`src/logic/intc_src_pkg.sv`:
```
//////////////////////////////
// Interrupt source definitions for the uPD7800 interrupt controller.
// Source indices, the per-source bit struct, vector bytes and the
// constants of the input sampler. Pull in with a wildcard import.
//////////////////////////////
`default_nettype none

package intc_src_pkg;

  // Lower index wins arbitration
  typedef enum logic [2:0] {
    INT0 = 3'd0,
    INTT = 3'd1,
    INT1 = 3'd2,
    INT2 = 3'd3,
    INTS = 3'd4
  } int_src_e;

  // Bit position matches the source index
  typedef struct packed {
    logic ints;
    logic int2;
    logic int1;
    logic intt;
    logic int0;
  } int_bits_t;

  localparam int NUM_SRC = 5;

  // Vector bytes handed to the CPU on a grant
  localparam logic [7:0] VEC_INT0  = 8'h04;
  localparam logic [7:0] VEC_INTT  = 8'h08;
  localparam logic [7:0] VEC_INT1  = 8'h10;
  localparam logic [7:0] VEC_INT2  = 8'h20;
  localparam logic [7:0] VEC_INTS  = 8'h40;
  localparam logic [7:0] VEC_SOFTI = 8'h60;

  // Sample tick and edge filter
  localparam int TICK_DIV   = 12;
  localparam int TICK_W     = $clog2(TICK_DIV);
  localparam int FILTER_LEN = 4;
  // One low sample followed by three high ones, oldest in the MSB
  localparam logic [FILTER_LEN-1:0] FILTER_EDGE = {1'b0, {(FILTER_LEN-1){1'b1}}};

endpackage

`default_nettype wire

```
`src/logic/intc_cmd_pkg.sv`:
```
//////////////////////////////
// CPU-side command definitions for the interrupt controller.
// Opcodes, the command word and the IE/MK control state.
//////////////////////////////
`default_nettype none

package intc_cmd_pkg;

  import intc_src_pkg::*;

  // One opcode per cycle, CMD_NONE when idle
  typedef enum logic [2:0] {
    CMD_NONE     = 3'd0,
    CMD_WRITE_MK = 3'd1,
    CMD_READ_MK  = 3'd2,
    CMD_EI       = 3'd3,
    CMD_DI       = 3'd4,
    CMD_SKIT     = 3'd5
  } cmd_op_e;

  typedef struct packed {
    cmd_op_e    op;
    logic [7:0] data;
    int_src_e   idx;
  } cmd_t;

  // mk[4:0] masks a source when set, mk[5] picks INT2 polarity
  typedef struct packed {
    logic       ie;
    logic [7:0] mk;
  } ctrl_t;

  localparam logic [7:0] MK_RESET   = 8'hff;
  localparam int         MK_POL_BIT = 5;

endpackage

`default_nettype wire

```
`src/logic/int_sampler.sv`:
```
//////////////////////////////
// Input side of the interrupt controller.
// Divides CLK by 12 for the sample tick, filters INT1/INT2 and
// turns all five lines into per-cycle set pulses.
//////////////////////////////
`timescale 1ns/10ps
`default_nettype none

module int_sampler
  import intc_src_pkg::*;
  import intc_cmd_pkg::*;
(
  input  wire logic      CLK,
  input  wire logic      rst_n,
  input  wire int_bits_t raw_lines,
  input  wire ctrl_t     ctrl,
  output int_bits_t      set_pulse
);

  logic [TICK_W-1:0]          tick_cnt;
  logic                       tick;
  // Index 0 is INT1, index 1 is INT2
  logic [1:0]                 filt_line;
  logic [1:0][FILTER_LEN-1:0] hist;
  logic [1:0]                 filt_edge;

  //////////////////////////////
  // Sample tick

  assign tick = (tick_cnt == TICK_W'(TICK_DIV - 1));

  always_ff @(posedge CLK or negedge rst_n) begin
    if (!rst_n) begin
      tick_cnt <= '0;
    end else if (tick) begin
      tick_cnt <= '0;
    end else begin
      tick_cnt <= tick_cnt + 1'b1;
    end
  end

  //////////////////////////////
  // Edge filters

  // INT2 inverted unless rising edge is selected
  assign filt_line[0] = raw_lines.int1;
  assign filt_line[1] = raw_lines.int2 ^ ~ctrl.mk[MK_POL_BIT];

  always_ff @(posedge CLK or negedge rst_n) begin
    if (!rst_n) begin
      hist <= '0;
    end else if (tick) begin
      for (int i = 0; i < 2; i++) begin
        hist[i] <= {hist[i][FILTER_LEN-2:0], filt_line[i]};
      end
    end
  end

  // Compare the history as it stood before this tick's shift
  always_comb begin
    for (int i = 0; i < 2; i++) begin
      filt_edge[i] = tick && (hist[i] == FILTER_EDGE);
    end
  end

  // INT0 level and the timer/serial pulses go straight to pending
  always_comb begin
    set_pulse.int0 = raw_lines.int0;
    set_pulse.intt = raw_lines.intt;
    set_pulse.int1 = filt_edge[0];
    set_pulse.int2 = filt_edge[1];
    set_pulse.ints = raw_lines.ints;
  end

endmodule

`default_nettype wire

```
`src/logic/int_command.sv`:
```
//////////////////////////////
// CPU command decoder of the interrupt controller.
// Holds IE and MK and raises the read-back and SKIT strobes
// in the same cycle as the command.
//////////////////////////////
`timescale 1ns/10ps
`default_nettype none

module int_command
  import intc_src_pkg::*;
  import intc_cmd_pkg::*;
(
  input  wire logic CLK,
  input  wire logic rst_n,
  input  wire cmd_t cmd,
  input  wire logic taken,
  output ctrl_t      ctrl,
  output logic       skit_req,
  output int_src_e   skit_idx,
  output logic       rd_req,
  output logic [7:0] rd_mk
);

  //////////////////////////////
  // IE and MK

  always_ff @(posedge CLK or negedge rst_n) begin
    if (!rst_n) begin
      ctrl.ie <= 1'b0;
      ctrl.mk <= MK_RESET;
    end else begin
      case (cmd.op)
        CMD_WRITE_MK: begin
          ctrl.mk <= cmd.data;
        end
        CMD_EI: begin
          ctrl.ie <= 1'b1;
        end
        CMD_DI: begin
          ctrl.ie <= 1'b0;
        end
        default: begin
        end
      endcase
      // Accepting an interrupt disables further ones
      if (taken) begin
        ctrl.ie <= 1'b0;
      end
    end
  end

  //////////////////////////////
  // Request strobes

  assign skit_req = (cmd.op == CMD_SKIT);
  assign skit_idx = cmd.idx;

  // MK as it stands before any later write
  assign rd_req = (cmd.op == CMD_READ_MK);
  assign rd_mk  = ctrl.mk;

endmodule

`default_nettype wire

```
`src/logic/int_pending.sv`:
```
//////////////////////////////
// Request processing of the interrupt controller.
// Pending flags, the snapshot taken at opcode fetch, the
// fixed-priority grant and the SKIT test with its clearing.
//////////////////////////////
`timescale 1ns/10ps
`default_nettype none

module int_pending
  import intc_src_pkg::*;
  import intc_cmd_pkg::*;
(
  input  wire logic      CLK,
  input  wire logic      rst_n,
  input  wire int_bits_t set_pulse,
  input  wire logic      int0_level,
  input  wire ctrl_t     ctrl,
  input  wire logic      fetch_start,
  input  wire logic      int_ack,
  input  wire logic      skit_req,
  input  wire int_src_e  skit_idx,
  output int_bits_t      granted,
  output logic           taken,
  output logic           skit_done,
  output logic           skit_hit
);

  logic [NUM_SRC-1:0] pend;
  logic [NUM_SRC-1:0] snap;
  logic [NUM_SRC-1:0] enabled;
  logic [NUM_SRC-1:0] grant_vec;
  logic [NUM_SRC-1:0] skit_sel;
  logic [NUM_SRC-1:0] clr;

  // IE on and mask bit clear
  assign enabled = {NUM_SRC{ctrl.ie}} & ~ctrl.mk[NUM_SRC-1:0];

  //////////////////////////////
  // Priority encoder

  // Isolate the lowest set bit of the snapshot
  assign grant_vec = snap & (~snap + 1'b1);
  assign granted   = int_bits_t'(grant_vec);
  assign taken     = int_ack && (|snap);

  //////////////////////////////
  // Clearing and pending flags

  always_comb begin
    skit_sel = '0;
    if (skit_req && (int'(skit_idx) < NUM_SRC)) begin
      skit_sel[skit_idx] = 1'b1;
    end
  end

  always_comb begin
    clr = skit_sel;
    if (taken) begin
      clr = clr | grant_vec;
    end
    // INT0 is level sensitive
    clr[INT0] = clr[INT0] | ~int0_level;
  end

  always_ff @(posedge CLK or negedge rst_n) begin
    if (!rst_n) begin
      pend <= '0;
    end else begin
      pend <= (pend & ~clr) | set_pulse;
    end
  end

  // Snapshot of pending and enabled requests at opcode fetch
  always_ff @(posedge CLK or negedge rst_n) begin
    if (!rst_n) begin
      snap <= '0;
    end else if (taken) begin
      snap <= '0;
    end else if (fetch_start) begin
      snap <= pend & enabled;
    end
  end

  // SKIT tests the snapshot, not the live flags
  assign skit_done = skit_req;
  assign skit_hit  = |(snap & skit_sel);

endmodule

`default_nettype wire

```
`src/logic/int_vector_out.sv`:
```
//////////////////////////////
// Output side of the interrupt controller.
// Registers irq and the vector byte, and the read-back and
// skip results as one-cycle pulses.
//////////////////////////////
`timescale 1ns/10ps
`default_nettype none

module int_vector_out
  import intc_src_pkg::*;
(
  input  wire logic       CLK,
  input  wire logic       rst_n,
  input  wire int_bits_t  granted,
  input  wire logic       taken,
  input  wire logic       rd_req,
  input  wire logic [7:0] rd_mk,
  input  wire logic       skit_done,
  input  wire logic       skit_hit,
  output logic            irq,
  output logic [7:0]      vector,
  output logic            rd_valid,
  output logic [7:0]      rd_data,
  output logic            skip_valid,
  output logic            skip_taken
);

  logic [7:0] vec_next;

  // Granted is one-hot or empty
  always_comb begin
    case (1'b1)
      granted.int0: vec_next = VEC_INT0;
      granted.intt: vec_next = VEC_INTT;
      granted.int1: vec_next = VEC_INT1;
      granted.int2: vec_next = VEC_INT2;
      granted.ints: vec_next = VEC_INTS;
      default:      vec_next = VEC_SOFTI;
    endcase
  end

  always_ff @(posedge CLK or negedge rst_n) begin
    if (!rst_n) begin
      irq        <= 1'b0;
      vector     <= VEC_SOFTI;
      rd_valid   <= 1'b0;
      skip_valid <= 1'b0;
    end else begin
      rd_valid   <= rd_req;
      skip_valid <= skit_done;
      // Drop the request as soon as it is acknowledged
      if (taken) begin
        irq    <= 1'b0;
        vector <= VEC_SOFTI;
      end else begin
        irq    <= |granted;
        vector <= vec_next;
      end
    end
  end

  // Result bytes only valid alongside their strobes
  always_ff @(posedge CLK) begin
    if (rd_req) begin
      rd_data <= rd_mk;
    end
    if (skit_done) begin
      skip_taken <= skit_hit;
    end
  end

endmodule

`default_nettype wire

```
`src/logic/upd7800_intc.sv`:
```
//////////////////////////////
// Top level of the uPD7800 interrupt controller.
// Connects sampler, command decoder, pending logic and outputs.
// The CPU drives one command per cycle plus fetch and ack pulses.
//////////////////////////////
`timescale 1ns/10ps
`default_nettype none

module upd7800_intc
  import intc_src_pkg::*;
  import intc_cmd_pkg::*;
(
  input  wire logic  CLK,
  input  wire logic  rst_n,
  input  wire logic  int0,
  input  wire logic  int1,
  input  wire logic  int2,
  input  wire logic  int_t,
  input  wire logic  int_s,
  input  wire logic  fetch_start,
  input  wire logic  int_ack,
  input  wire cmd_t  cmd,
  output logic       irq,
  output logic [7:0] vector,
  output logic       rd_valid,
  output logic [7:0] rd_data,
  output logic       skip_valid,
  output logic       skip_taken
);

  int_bits_t  raw_lines;
  int_bits_t  set_pulse;
  int_bits_t  granted;
  ctrl_t      ctrl;
  logic       skit_req;
  int_src_e   skit_idx;
  logic       rd_req;
  logic [7:0] rd_mk;
  logic       taken;
  logic       skit_done;
  logic       skit_hit;

  // Raw request lines in source order
  assign raw_lines = '{ints: int_s, int2: int2, int1: int1, intt: int_t, int0: int0};

  int_sampler u_sampler (
    .CLK       (CLK),
    .rst_n     (rst_n),
    .raw_lines (raw_lines),
    .ctrl      (ctrl),
    .set_pulse (set_pulse)
  );

  int_command u_command (
    .CLK      (CLK),
    .rst_n    (rst_n),
    .cmd      (cmd),
    .taken    (taken),
    .ctrl     (ctrl),
    .skit_req (skit_req),
    .skit_idx (skit_idx),
    .rd_req   (rd_req),
    .rd_mk    (rd_mk)
  );

  int_pending u_pending (
    .CLK         (CLK),
    .rst_n       (rst_n),
    .set_pulse   (set_pulse),
    .int0_level  (int0),
    .ctrl        (ctrl),
    .fetch_start (fetch_start),
    .int_ack     (int_ack),
    .skit_req    (skit_req),
    .skit_idx    (skit_idx),
    .granted     (granted),
    .taken       (taken),
    .skit_done   (skit_done),
    .skit_hit    (skit_hit)
  );

  int_vector_out u_vector_out (
    .CLK        (CLK),
    .rst_n      (rst_n),
    .granted    (granted),
    .taken      (taken),
    .rd_req     (rd_req),
    .rd_mk      (rd_mk),
    .skit_done  (skit_done),
    .skit_hit   (skit_hit),
    .irq        (irq),
    .vector     (vector),
    .rd_valid   (rd_valid),
    .rd_data    (rd_data),
    .skip_valid (skip_valid),
    .skip_taken (skip_taken)
  );

endmodule

`default_nettype wire

```
`config.mk`:
```
export PLATFORM = sky130hd
export DESIGN_NAME = upd7800_intc
export DESIGN_NICKNAME = d
export VERILOG_FILES = /design/src/logic/intc_src_pkg.sv /design/src/logic/intc_cmd_pkg.sv /design/src/logic/int_sampler.sv /design/src/logic/int_command.sv /design/src/logic/int_pending.sv /design/src/logic/int_vector_out.sv /design/src/logic/upd7800_intc.sv
export SDC_FILE = /design/constraint.sdc
export NUM_CORES = 1
export LEC_CHECK = 0
export ABC_AREA = 1
export BUFFER_PORTS_ARGS = -buffer_cell sky130_fd_sc_hd__buf_2
export CAP_MARGIN = 20
export CORE_ASPECT_RATIO = 0.8
export CORE_MARGIN = 4
export CORE_UTILIZATION = 50
export CTS_BUF_LIST = sky130_fd_sc_hd__clkbuf_8
export DETAILED_ROUTE_END_ITERATION = 10
export PLACE_DENSITY = 0.86
export SLEW_MARGIN = 0
export SYNTH_ARGS = -nofsm -noshare
export SYNTH_HDL_FRONTEND = slang
export SYNTH_SLANG_ARGS = --single-unit
```
`constraint.sdc`:
```
create_clock -name CLK -period 1.15 [get_ports CLK]
set_input_delay 0.115 -clock CLK [delete_from_list [all_inputs] [get_ports CLK]]
set_output_delay 0.115 -clock CLK [all_outputs]
set_load 0.01 [all_outputs]
```
== Word level (Yosys, flattened, before mapping) ==
Index checks and enable logic that the tools add are counted.

* Register bits after elaboration: 51
* Logic and storage cells: 66

* Add/sub/neg operators: 2
* Order comparisons: 3
* Eq/ne operators: 8
* Multiplexer cells: 16
* Bitwise operators: 14
* Reduce and logical (&&, ||, !) cells: 10

{| class="wikitable"
|+ Operators by type and width
! operator !! number
|-
| $mux 8 || 5
|-
| $and 5x5->5 || 5
|-
| $mux 5 || 4
|-
| $not 5->5 || 3
|-
| $reduce_or 5->1 || 3
|-
| $or 5x5->5 || 2
|-
| $eq 4x3->1 const B || 2
|-
| $eq 3x2->1 const B || 2
|-
| $eq 3x3->1 const B || 2
|-
| $mux 6 || 1
|-
| $add 5x1->5 const B || 1
|-
| $logic_and 1x1->1 || 5
|-
| $add 4x1->4 const B || 1
|-
| $eq 4x4->1 const B || 1
|-
| $lt 3x4->1 const B || 1
|-
| $mux 4 || 1
|-
| $demux 1 s3 || 1
|-
| $eq 3x1->1 const B || 1
|-
| $ge 3x1->1 const B || 1
|-
| $lt 3x3->1 const B || 1
|-
| $mux 1 || 3
|-
| $reduce_bool 3->1 || 1
|-
| $not 1->1 || 2
|-
| $pmux 1 s2 || 1
|-
| other kinds (3) || 3
|}

== Longest topological paths before layout ==
Gate-level depths: netlist of run 1.

* Word-level depth: 11
* Mapped depth: 7
* Gate-level depth less buffers: 7

== By module ==
From an unflattened synthesis of run 1, not the netlist that was laid out.

* Cell total of the unflattened synthesis: 257
* Area total of the unflattened synthesis: 2283.4 um^2

{| class="wikitable"
|+ Modules (own cells, without submodules)
! module !! instances !! cells each !! area an instance (um^2) !! sequential area each (um^2)
|-
| int_pending || 1 || 97 || 659.4 || 250.2
|-
| int_vector_out || 1 || 37 || 571.8 || 473.0
|-
| int_sampler || 1 || 63 || 534.3 || 300.3
|-
| int_command || 1 || 60 || 518.0 || 235.2
|}

== Worst setup path before layout of run 1 ==
Ideal clock, no wire load.

* Path type: input to register
* Start: input port cmd[12] (netlist bit)
* End: register u_vector_out.rd_data[0] (enable)
* Arrival time: 0.836 ns
* Path slack: -0.071 ns
* Stages on the path: 2
* Path through: inv_1 > nor3_1

* Word-level cells in the longest chain between the ends: 1

{| class="wikitable"
|+ Ends and longest elaborated chain
! item !! line !! RTL
|-
| start: declaration || upd7800_intc.sv:22 || <nowiki>input wire cmd_t cmd,</nowiki>
|-
| $eq 3x2->1 || int_command.sv:59 || <nowiki>assign rd_req = (cmd.op == CMD_READ_MK);</nowiki>
|-
| via rd_req || upd7800_intc.sv:37 || <nowiki>logic rd_req;</nowiki>
|-
| end signal: assignment || int_vector_out.sv:65 || <nowiki>rd_data <= rd_mk;</nowiki>
|-
| end: declaration || int_vector_out.sv:23 || <nowiki>output logic [7:0] rd_data,</nowiki>
|}

The timed path passes the listed nets, and every way through them passes these cells.
A chain may end at the register's enable or synchronous reset.

== Worst setup path after layout of run 1 ==
* Start: register u_sampler.tick_cnt[1]
* End: register u_sampler.tick_cnt[0]

* Word-level cells in the longest chain between the ends: 2

{| class="wikitable"
|+ Ends and longest elaborated chain
! item !! line !! RTL
|-
| start: declaration || int_sampler.sv:20 || <nowiki>logic [TICK_W-1:0] tick_cnt;</nowiki>
|-
| start signal: assignment || int_sampler.sv:38 || <nowiki>tick_cnt <= tick_cnt + 1'b1;</nowiki>
|-
| $eq 4x4->1 || int_sampler.sv:30 || <nowiki>assign tick = (tick_cnt == TICK_W'(TICK_DIV - 1));</nowiki>
|-
| $mux 4 || int_sampler.sv:35 || <nowiki>end else if (tick) begin</nowiki>
|}

Every way passes these cells.

==> results of run 1 <==
-- layer usage --
metal	vias up	global-route usage [%]	share of wire, %
li1	745	-	-
met1	680	21.2	47
met2	49	25.0	44
met3	4	5.83	7.8
met4	0	5.46	1.1
met5	-	0	0
-- logic make-up (layout without fill, tap and decap cells) --
family | after synthesis | count (layout)
and+or+nand+nor | 79 | 79
DFF | 48 | 48
buffers and inverters | 43 | 100
AOI/OAI and AO/OA | 27 | 27
muxes | 3 | 3
adders and majority gates | 1 | 1
other | 1 | 3
xor gates and xnor gates | 1 | 1
-- through the flow --
stage	setup TNS [ps]	power [W]	setup WS [ps]	cells	area (sq um)
after floorplan	0	0.00239	12.9	205	2020
after global placement	-19.0	0.00258	-19.0	301	2310
after detailed placement	-234	0.00260	-62.2	301	2310
after CTS	0	0.00379	6.25	313	2470
after global routing	-440	0.00399	-60.4	317	2530
final	-5.62	0.00379	-5.62	317	2530
-- worst paths after layout --
| path | endpoint | slack (ps) | cells past startpoint |
|---|---|---|---|
| min in group asynchronous | u_sampler.tick_cnt[1] | 290 | 3 |
| hold / removal | u_sampler.hist[0] | 5 | 3 |
| hold reg to reg | u_command.rd_mk[0] | 490 | 2 |
| max in group asynchronous | u_command.rd_mk[0] | 600 | 3 |
| setup reg to reg | u_sampler.tick_cnt[0] | -6 | 7 |
| setup / recovery | u_sampler.tick_cnt[0] | -6 | 7 |
-- state kept, by name, summed over array words and instances, names as in the netlist --
register and flops:
u_command.ctrl 1, u_command.rd_mk 8, u_pending.pend 5, u_pending.snap 5, u_sampler.hist 8, u_sampler.tick_cnt 4
u_vector_out.irq 1, u_vector_out.rd_data 8, u_vector_out.rd_valid 1, u_vector_out.skip_taken 1, u_vector_out.skip_valid 1, u_vector_out.vector 5
-- worst max-delay path: stages, from the launching register on --
cell                      delay [ps]
sky130_fd_sc_hd__dfrtp_1         400
sky130_fd_sc_hd__ha_2            190
sky130_fd_sc_hd__nand2_2          70
sky130_fd_sc_hd__inv_2            50
sky130_fd_sc_hd__nand2_4         100
sky130_fd_sc_hd__inv_4            50
sky130_fd_sc_hd__or2_1           200
sky130_fd_sc_hd__inv_1            50
-- final cells by class --
cell class / count / area [sq um]
fillers: 320 / 1300
multi-input cells: 114 / 607
clock buffers: 5 / 68.8
inverters: 37 / 141
repair buffers: 55 / 342
well taps: 55 / 68.8
clock inverters: 3 / 38.8
flip-flops and latches: 48 / 1260
-- placed cells by master, fill, tap and decap left out, drive strengths merged, types with 2 or more instances in the layout --
master and instances:
a21oi 6, buf 51, clkbuf 5, conb 3
dfrtp 29, dfstp 10, dlygate4sd3 4, edfxtp 9
inv 38, mux2 3, nand2 33, nand3 16
nand3b 2, nor2 22, nor3 5, o21ai 16
o21bai 3
-- timing repair --
action | in CTS | in global routing
buffers inserted | 0 | 4
gates resized for setup | 6 | 13
hold buffers | 4 | 0
pin swaps | 2 | 1
setup endpoints to repair | 10 | 13
endpoints found under the hold margin | 42 | 0
gates cloned | 0 | 0
-- report_power, final --
part           switching [W]  internal, W  total, W
registers          0.0000973      0.00198   0.00208
logic               0.000314     0.000219  0.000534
clock network       0.000544     0.000636   0.00118
total               0.000956      0.00284   0.00379
==> impl_summary.txt, run 1 <==
----------------------------------------------------
[Placement]
  IO Port Bufs ... 39
  DP Wirelength ... 2640 microns
  Placer Congestion ... 0.839

[Floorplan]
  # rows ... 20
  Number of placed I/O pins ... 43
  Floorplan die height ... 64.6 microns
  Effective utilization at floorplan ... 52.3%
  Die W ... 78.8 microns
  Die Footprint ... 5090 sq um
  Std-Cell Core Area ... 3830 sq um

[Yosys]
  Flip-flop and latch count after synthesis ... 48
  Most common cell in the synthesized netlist ... sky130_fd_sc_hd__inv_1
  Mean instance size in the synthesized netlist ... 9.87 sq um
  Cell variety after synth ... 25
  Number of instances in the synthesized netlist ... 203
  Top cells by area, synth ... sky130_fd_sc_hd__dfrtp_1, sky130_fd_sc_hd__edfxtp_1, sky130_fd_sc_hd__dfstp_2
  Main combinational cell family by area after synthesis ... simple AND/OR/NAND/NOR gates
  Share of the synthesized netlist area taken by xor and xnor gates ... 0.437%
  Top post-synthesis cells by count ... sky130_fd_sc_hd__inv_1, sky130_fd_sc_hd__nand2_1, sky130_fd_sc_hd__dfrtp_1, sky130_fd_sc_hd__nor2_1, sky130_fd_sc_hd__o21ai_0
  Most used DFF post-synth ... sky130_fd_sc_hd__dfrtp_1
  Synthesized-area fraction occupied by and/or/nand/nor cells ... 17.7%
  Post-synthesis compound-gate area fraction ... 7.31%
  Proportion of synthesized chip area in sequential cells ... 62.8%
  Netlist area before placement ... 2000 sq um
  Portion of netlist area occupied by mux cells ... 1.69%
  Share of the synthesized area in the top cell type ... 36.2%
  Adder-cell share of the synthesized area ... 0.625%
  Yosys top cell by area ... sky130_fd_sc_hd__dfrtp_1
  Number of flops mapped to enable cells by yosys ... 9
  Synthesis warning total ... 0
  Fraction of registers with async set/reset ... 81.3%

[Cells and area]
  Fraction of layout cells with a size suffix above 1 ... 34.0%
  Utilization of the core after routing ... 66.0%
  Nets ... 285
  Count of antenna diodes in the layout ... 0
  Area grow syn2layout ... 26.1%

[STA]
  # setup viols final ... 1
  Fin Hold WS ... 4.81 ps
  Number of slew-limit violations in the final report ... 0
  Achievable Freq ... 865 MHz
  Final hold violation count ... 0
  Maximum clock skew at final layout ... 4.63 ps
  Min Tclk post-route ... 1160 ps
  Fin crit share ... 100%
  Final Worst Setup Slack ... -5.62 ps
  RSZ-0062 raised after global routing ... yes

[Global routing]
  Antenna violations before repair ... 0
  First-pass GRT wire length ... 6300 microns
  Aggregate global-route resource usage ... 16.2%
  Via count of the first global-routing pass ... 1452
  Maximum number of pins on one net before global-route repair ... 40
  Overflow left after global routing ... 0

[Critical path]
  CP arrival ... 1410 ps
  Required time at the endpoint of the critical path ... 1400 ps
  Crit path launch ... u_sampler.tick_cnt[1]
  Endpoint class of the critical path ... flop
  Worst reg2reg path startpoint ... u_sampler.tick_cnt[1]
  Worst setup SP type ... flop
  Max FO, Critical Path ... 6
  Critical path class ... reg -> reg

[CTS]
  Number of clock sinks seen by CTS ... 48
  Clock root buffer master ... sky130_fd_sc_hd__clkbuf_8
  Clock latency of the later-clocked register in the worst-skew pair ... 300 ps
  TritonCTS buffer count ... 5
  H-tree level count ... 2
  Maximum clock insertion buffer count ... 2
  CTS tree ... done
  CTS clock-pin slew for the worst setup and hold paths ... 90 ps

[Routing]
  Count of antenna-violating nets left after detailed routing ... 0
  Pre-antenna DRT Iters ... 4
  Violation count after the first detailed-routing iteration ... 74
  Routed length per instance ... 11.6 microns
  Post-detailed-route DRC marker count ... 0
  Via density per instance ... 4.66
  Total routed wirelength ... 3670 microns
  Detailed-route via count ... 1478

[Pwr]
  Power density over the cells ... 1500 nW/um^2
  Leakage power of the design ... 1.34 nW
  VDD IR max ... 843 uV

[Run status]
  Failing checks ... setup timing
  Status ... finished with violations

[Worst hold path]
  HP Start ... int1
  Min-delay worst type ... in -> reg

[Flow run]
  Number of maximum-capacitance constraint violations ... 0

----------------------------------------------------
Note: power is estimated with default switching activity, not from simulation.
==> run 2, diff against run 1 <==
- CORE_UTILIZATION: 50 -> 48
- CTS_BUF_LIST: sky130_fd_sc_hd__clkbuf_8 -> sky130_fd_sc_hd__clkbuf_16
- PLACE_DENSITY: 0.86 -> unset
- PLACE_DENSITY_LB_ADDON: unset -> 0.05
==> run 2 against run 1 <==
  * The flow now finishes without violations
  * Cell area grew 2.1%
  * Sequential power is essentially flat
  * Worst setup slack gained 29 ps
  * Register-to-register slack gained 30 ps
  * Utilization grew 0.11 points
  * Non-clock buffer count is the same
  * Routed wire length grew 3.8%
  * Via count grew 0.61%
  * Highest routed layer unchanged
==> impl_summary.txt, run 2 (synthesis gave the netlist of run 1 again) <==
----------------------------------------------------
[Critical path]
  Max FO, Critical Path ... 6 (unchanged)
  Worst setup SP type ... flop
  Largest stage delay, worst path ... 380 ps (-20 ps)
  Critical path class ... reg -> reg
  Slowest cell on crit path ... sky130_fd_sc_hd__dfrtp_1
  Endpoint class of the critical path ... flop
  Crit path cell chain ... ha_2 > nand2_2 > inv_2 > nand2_4 > inv_4 > or2_1 > inv_1
  CP top delay family ... flip-flops
  CP arrival ... 1360 ps (-50 ps)
  Required time at the endpoint of the critical path ... 1380 ps (-20 ps)
  Buffer and inverter count on the worst path ... 3 (unchanged)

[Routing]
  Total routed wirelength ... 3810 microns (+3.8%)
  Via density per instance ... 4.69 (+0.61%)
  Detailed-route via count ... 1487 (+0.61%)
  Violation count after the first detailed-routing iteration ... 107 (+45%)
  Count of antenna-violating nets left after detailed routing ... 0 (unchanged)
  Post-detailed-route DRC marker count ... 0 (unchanged)
  Routed length per instance ... 12.0 microns (+3.8%)
  Pre-antenna DRT Iters ... 4 (unchanged)

[STA]
  Fin crit share ... 98.0% (-2.5 points)
  Final hold violation count ... 0 (unchanged)
  Achievable Freq ... 887 MHz (+2.5%)
  Number of slew-limit violations in the final report ... 0 (unchanged)
  Fin Hold WS ... 10.7 ps (+5.93 ps)
  # setup viols final ... 0 (-1)
  Setup TNS Final ... 0 ps (+5.62 ps)
  Maximum clock skew at final layout ... 3.69 ps (-0.937 ps)
  RSZ-0062 raised after global routing ... yes
  Min Tclk post-route ... 1130 ps (-28.7 ps)

[Cells and area]
  Fraction of layout cells with a size suffix above 1 ... 34.0% (unchanged)
  Final standard cell count with taps included and fillers excluded ... 317 (unchanged)
  Area grow syn2layout ... 28.8%
  Most frequent standard cell in the layout excluding fill and tap cells ... sky130_fd_sc_hd__buf_2
  Utilization of the core after routing ... 66.1% (+0.11 points)
  Commonest non-fill, non-tap cells in the layout ... sky130_fd_sc_hd__buf_2, sky130_fd_sc_hd__inv_1, sky130_fd_sc_hd__nand2_1, sky130_fd_sc_hd__dfrtp_1, sky130_fd_sc_hd__nor2_1
  Count of antenna diodes in the layout ... 0 (unchanged)
  Nets ... 285 (unchanged)

[CTS]
  CTS tree ... done
  CTS clock-pin slew for the worst setup and hold paths ... 60 ps (-30 ps)
  Clock root buffer master ... sky130_fd_sc_hd__clkbuf_16
  TritonCTS buffer count ... 5 (unchanged)
  Maximum clock insertion buffer count ... 2 (unchanged)
  Clock latency of the later-clocked register in the worst-skew pair ... 290 ps (about the same)
  Number of clock sinks seen by CTS ... 48 (unchanged)
  H-tree level count ... 2 (unchanged)

[Floorplan]
  # rows ... 20 (unchanged)
  Std-Cell Core Area ... 3900 sq um (+2.0%)
  Die W ... 80.2 microns (+1.9%)
  Effective utilization at floorplan ... 51.3% (-1.0 points)
  Number of placed I/O pins ... 43 (unchanged)
  Floorplan die height ... 65.8 microns (+1.8%)
  Die Footprint ... 5280 sq um (+3.7%)

[Global routing]
  Maximum number of pins on one net before global-route repair ... 40 (unchanged)
  GRT busiest layer ... met2
  Antenna violations before repair ... 0 (unchanged)
  Global routing usage on met2 ... 24.6% (-0.41 points)
  Global routing met1 resource utilization ... 22.2% (+1.0 points)
  Aggregate global-route resource usage ... 16.3% (+0.10 points)
  Overflow left after global routing ... 0 (unchanged)
  Met3 capacity usage during global routing ... 4.36% (-1.5 points)
  Via count of the first global-routing pass ... 1440 (-0.83%)
  First-pass GRT wire length ... 6440 microns (+2.2%)

[Worst hold path]
  Min-delay worst type ... in -> reg

[Pwr]
  VDD IR max ... 1140 uV (+35%)
  Proportion of total power due to net switching ... 24.1% (-1.1 points)
  Portion of total power attributed to sequential cells ... 48.8% (-6.0 points)
  Power dissipated by switching net loads ... 0.00103 W (+7.3%)
  PnR Total Power ... 0.00426 W (+12%)
  Clock Power Share ... 38.7% (+7.6 points)
  Combinational share of power ... 12.5% (-1.6 points)
  Cell Int Power ... 0.00323 W (+14%)
  Leakage power of the design ... 1.36 nW (+1.6%)
  Power density over the cells ... 1650 nW/um^2 (+10%)

[Placement]
  IO Port Bufs ... 39 (unchanged)
  DP Cell Count ... 305 (+1.3%)
  Placer Congestion ... 0.811 (-3.3%)
  DP Wirelength ... 2690 microns (+1.9%)

[Flow run]
  Number of maximum-capacitance constraint violations ... 0 (unchanged)

[Run status]
  Status ... finished clean

----------------------------------------------------
run 2: tightest hold or removal path: cells and delay by family:
family                 cells  cell delay, ps
buffers and inverters      2             100
AND/OR/NAND/NOR            1              50
run 2: repair_timing:
action,CTS,global route
pin swaps,1,2
resized for setup,5,11
hold buffers,2,0
endpoints found under the setup margin,7,8
endpoints found under the hold margin,30,0
buffers inserted,0,2
cloned,0,0
run 2: per-stage QoR:
step | worst slack, ps | instance area, sq um
floorplan | 12.9 | 2020
global placement | -29.2 | 2340
detailed placement | -47.3 | 2340
CTS | 2.44 | 2540
global route | -29.8 | 2580
finish | 23.1 | 2580
run 2: power groups by stage:
stage	Sequential (W)	Clock [W]	Combinational, W
finish	0.00208	0.00165	0.000533
global route	0.00210	0.00177	0.000607
CTS	0.00208	0.00168	0.000520
detailed placement	0.00210	0	0.000508
global placement	0.00210	0	0.000503
floorplan	0.00211	0	0.000279
run 2: routing by layer:
metal | up-vias | share of wire [%]
li1 | 751 | -
met1 | 685 | 47
met2 | 44 | 43
met3 | 7 | 7.5
met4 | 0 | 1.7
met5 | - | 0
run 2: worst paths after layout:
kind	end	slack [ps]	cells past startpoint	startpoint
hold reg to reg	u_command.rd_mk[0]	490	2	u_command.rd_mk[0]
max in group asynchronous	u_command.rd_mk[0]	570	3	rst_n
min in group asynchronous	u_sampler.tick_cnt[2]	320	3	rst_n
setup reg to reg	u_sampler.tick_cnt[0]	20	7	u_sampler.tick_cnt[0]
hold / removal	u_pending.pend[1]	10	3	int_t
setup / recovery	u_sampler.tick_cnt[0]	20	7	u_sampler.tick_cnt[0]
run 2: cell type report:
class | instances | area [sq um]
repair buffers | 55 | 337
flip-flops and latches | 48 | 1260
well taps | 55 | 68.8
fillers | 330 | 1320
clock inverters | 3 | 46.3
inverters | 37 | 141
multi-input cells | 114 | 603
clock buffers | 5 | 125
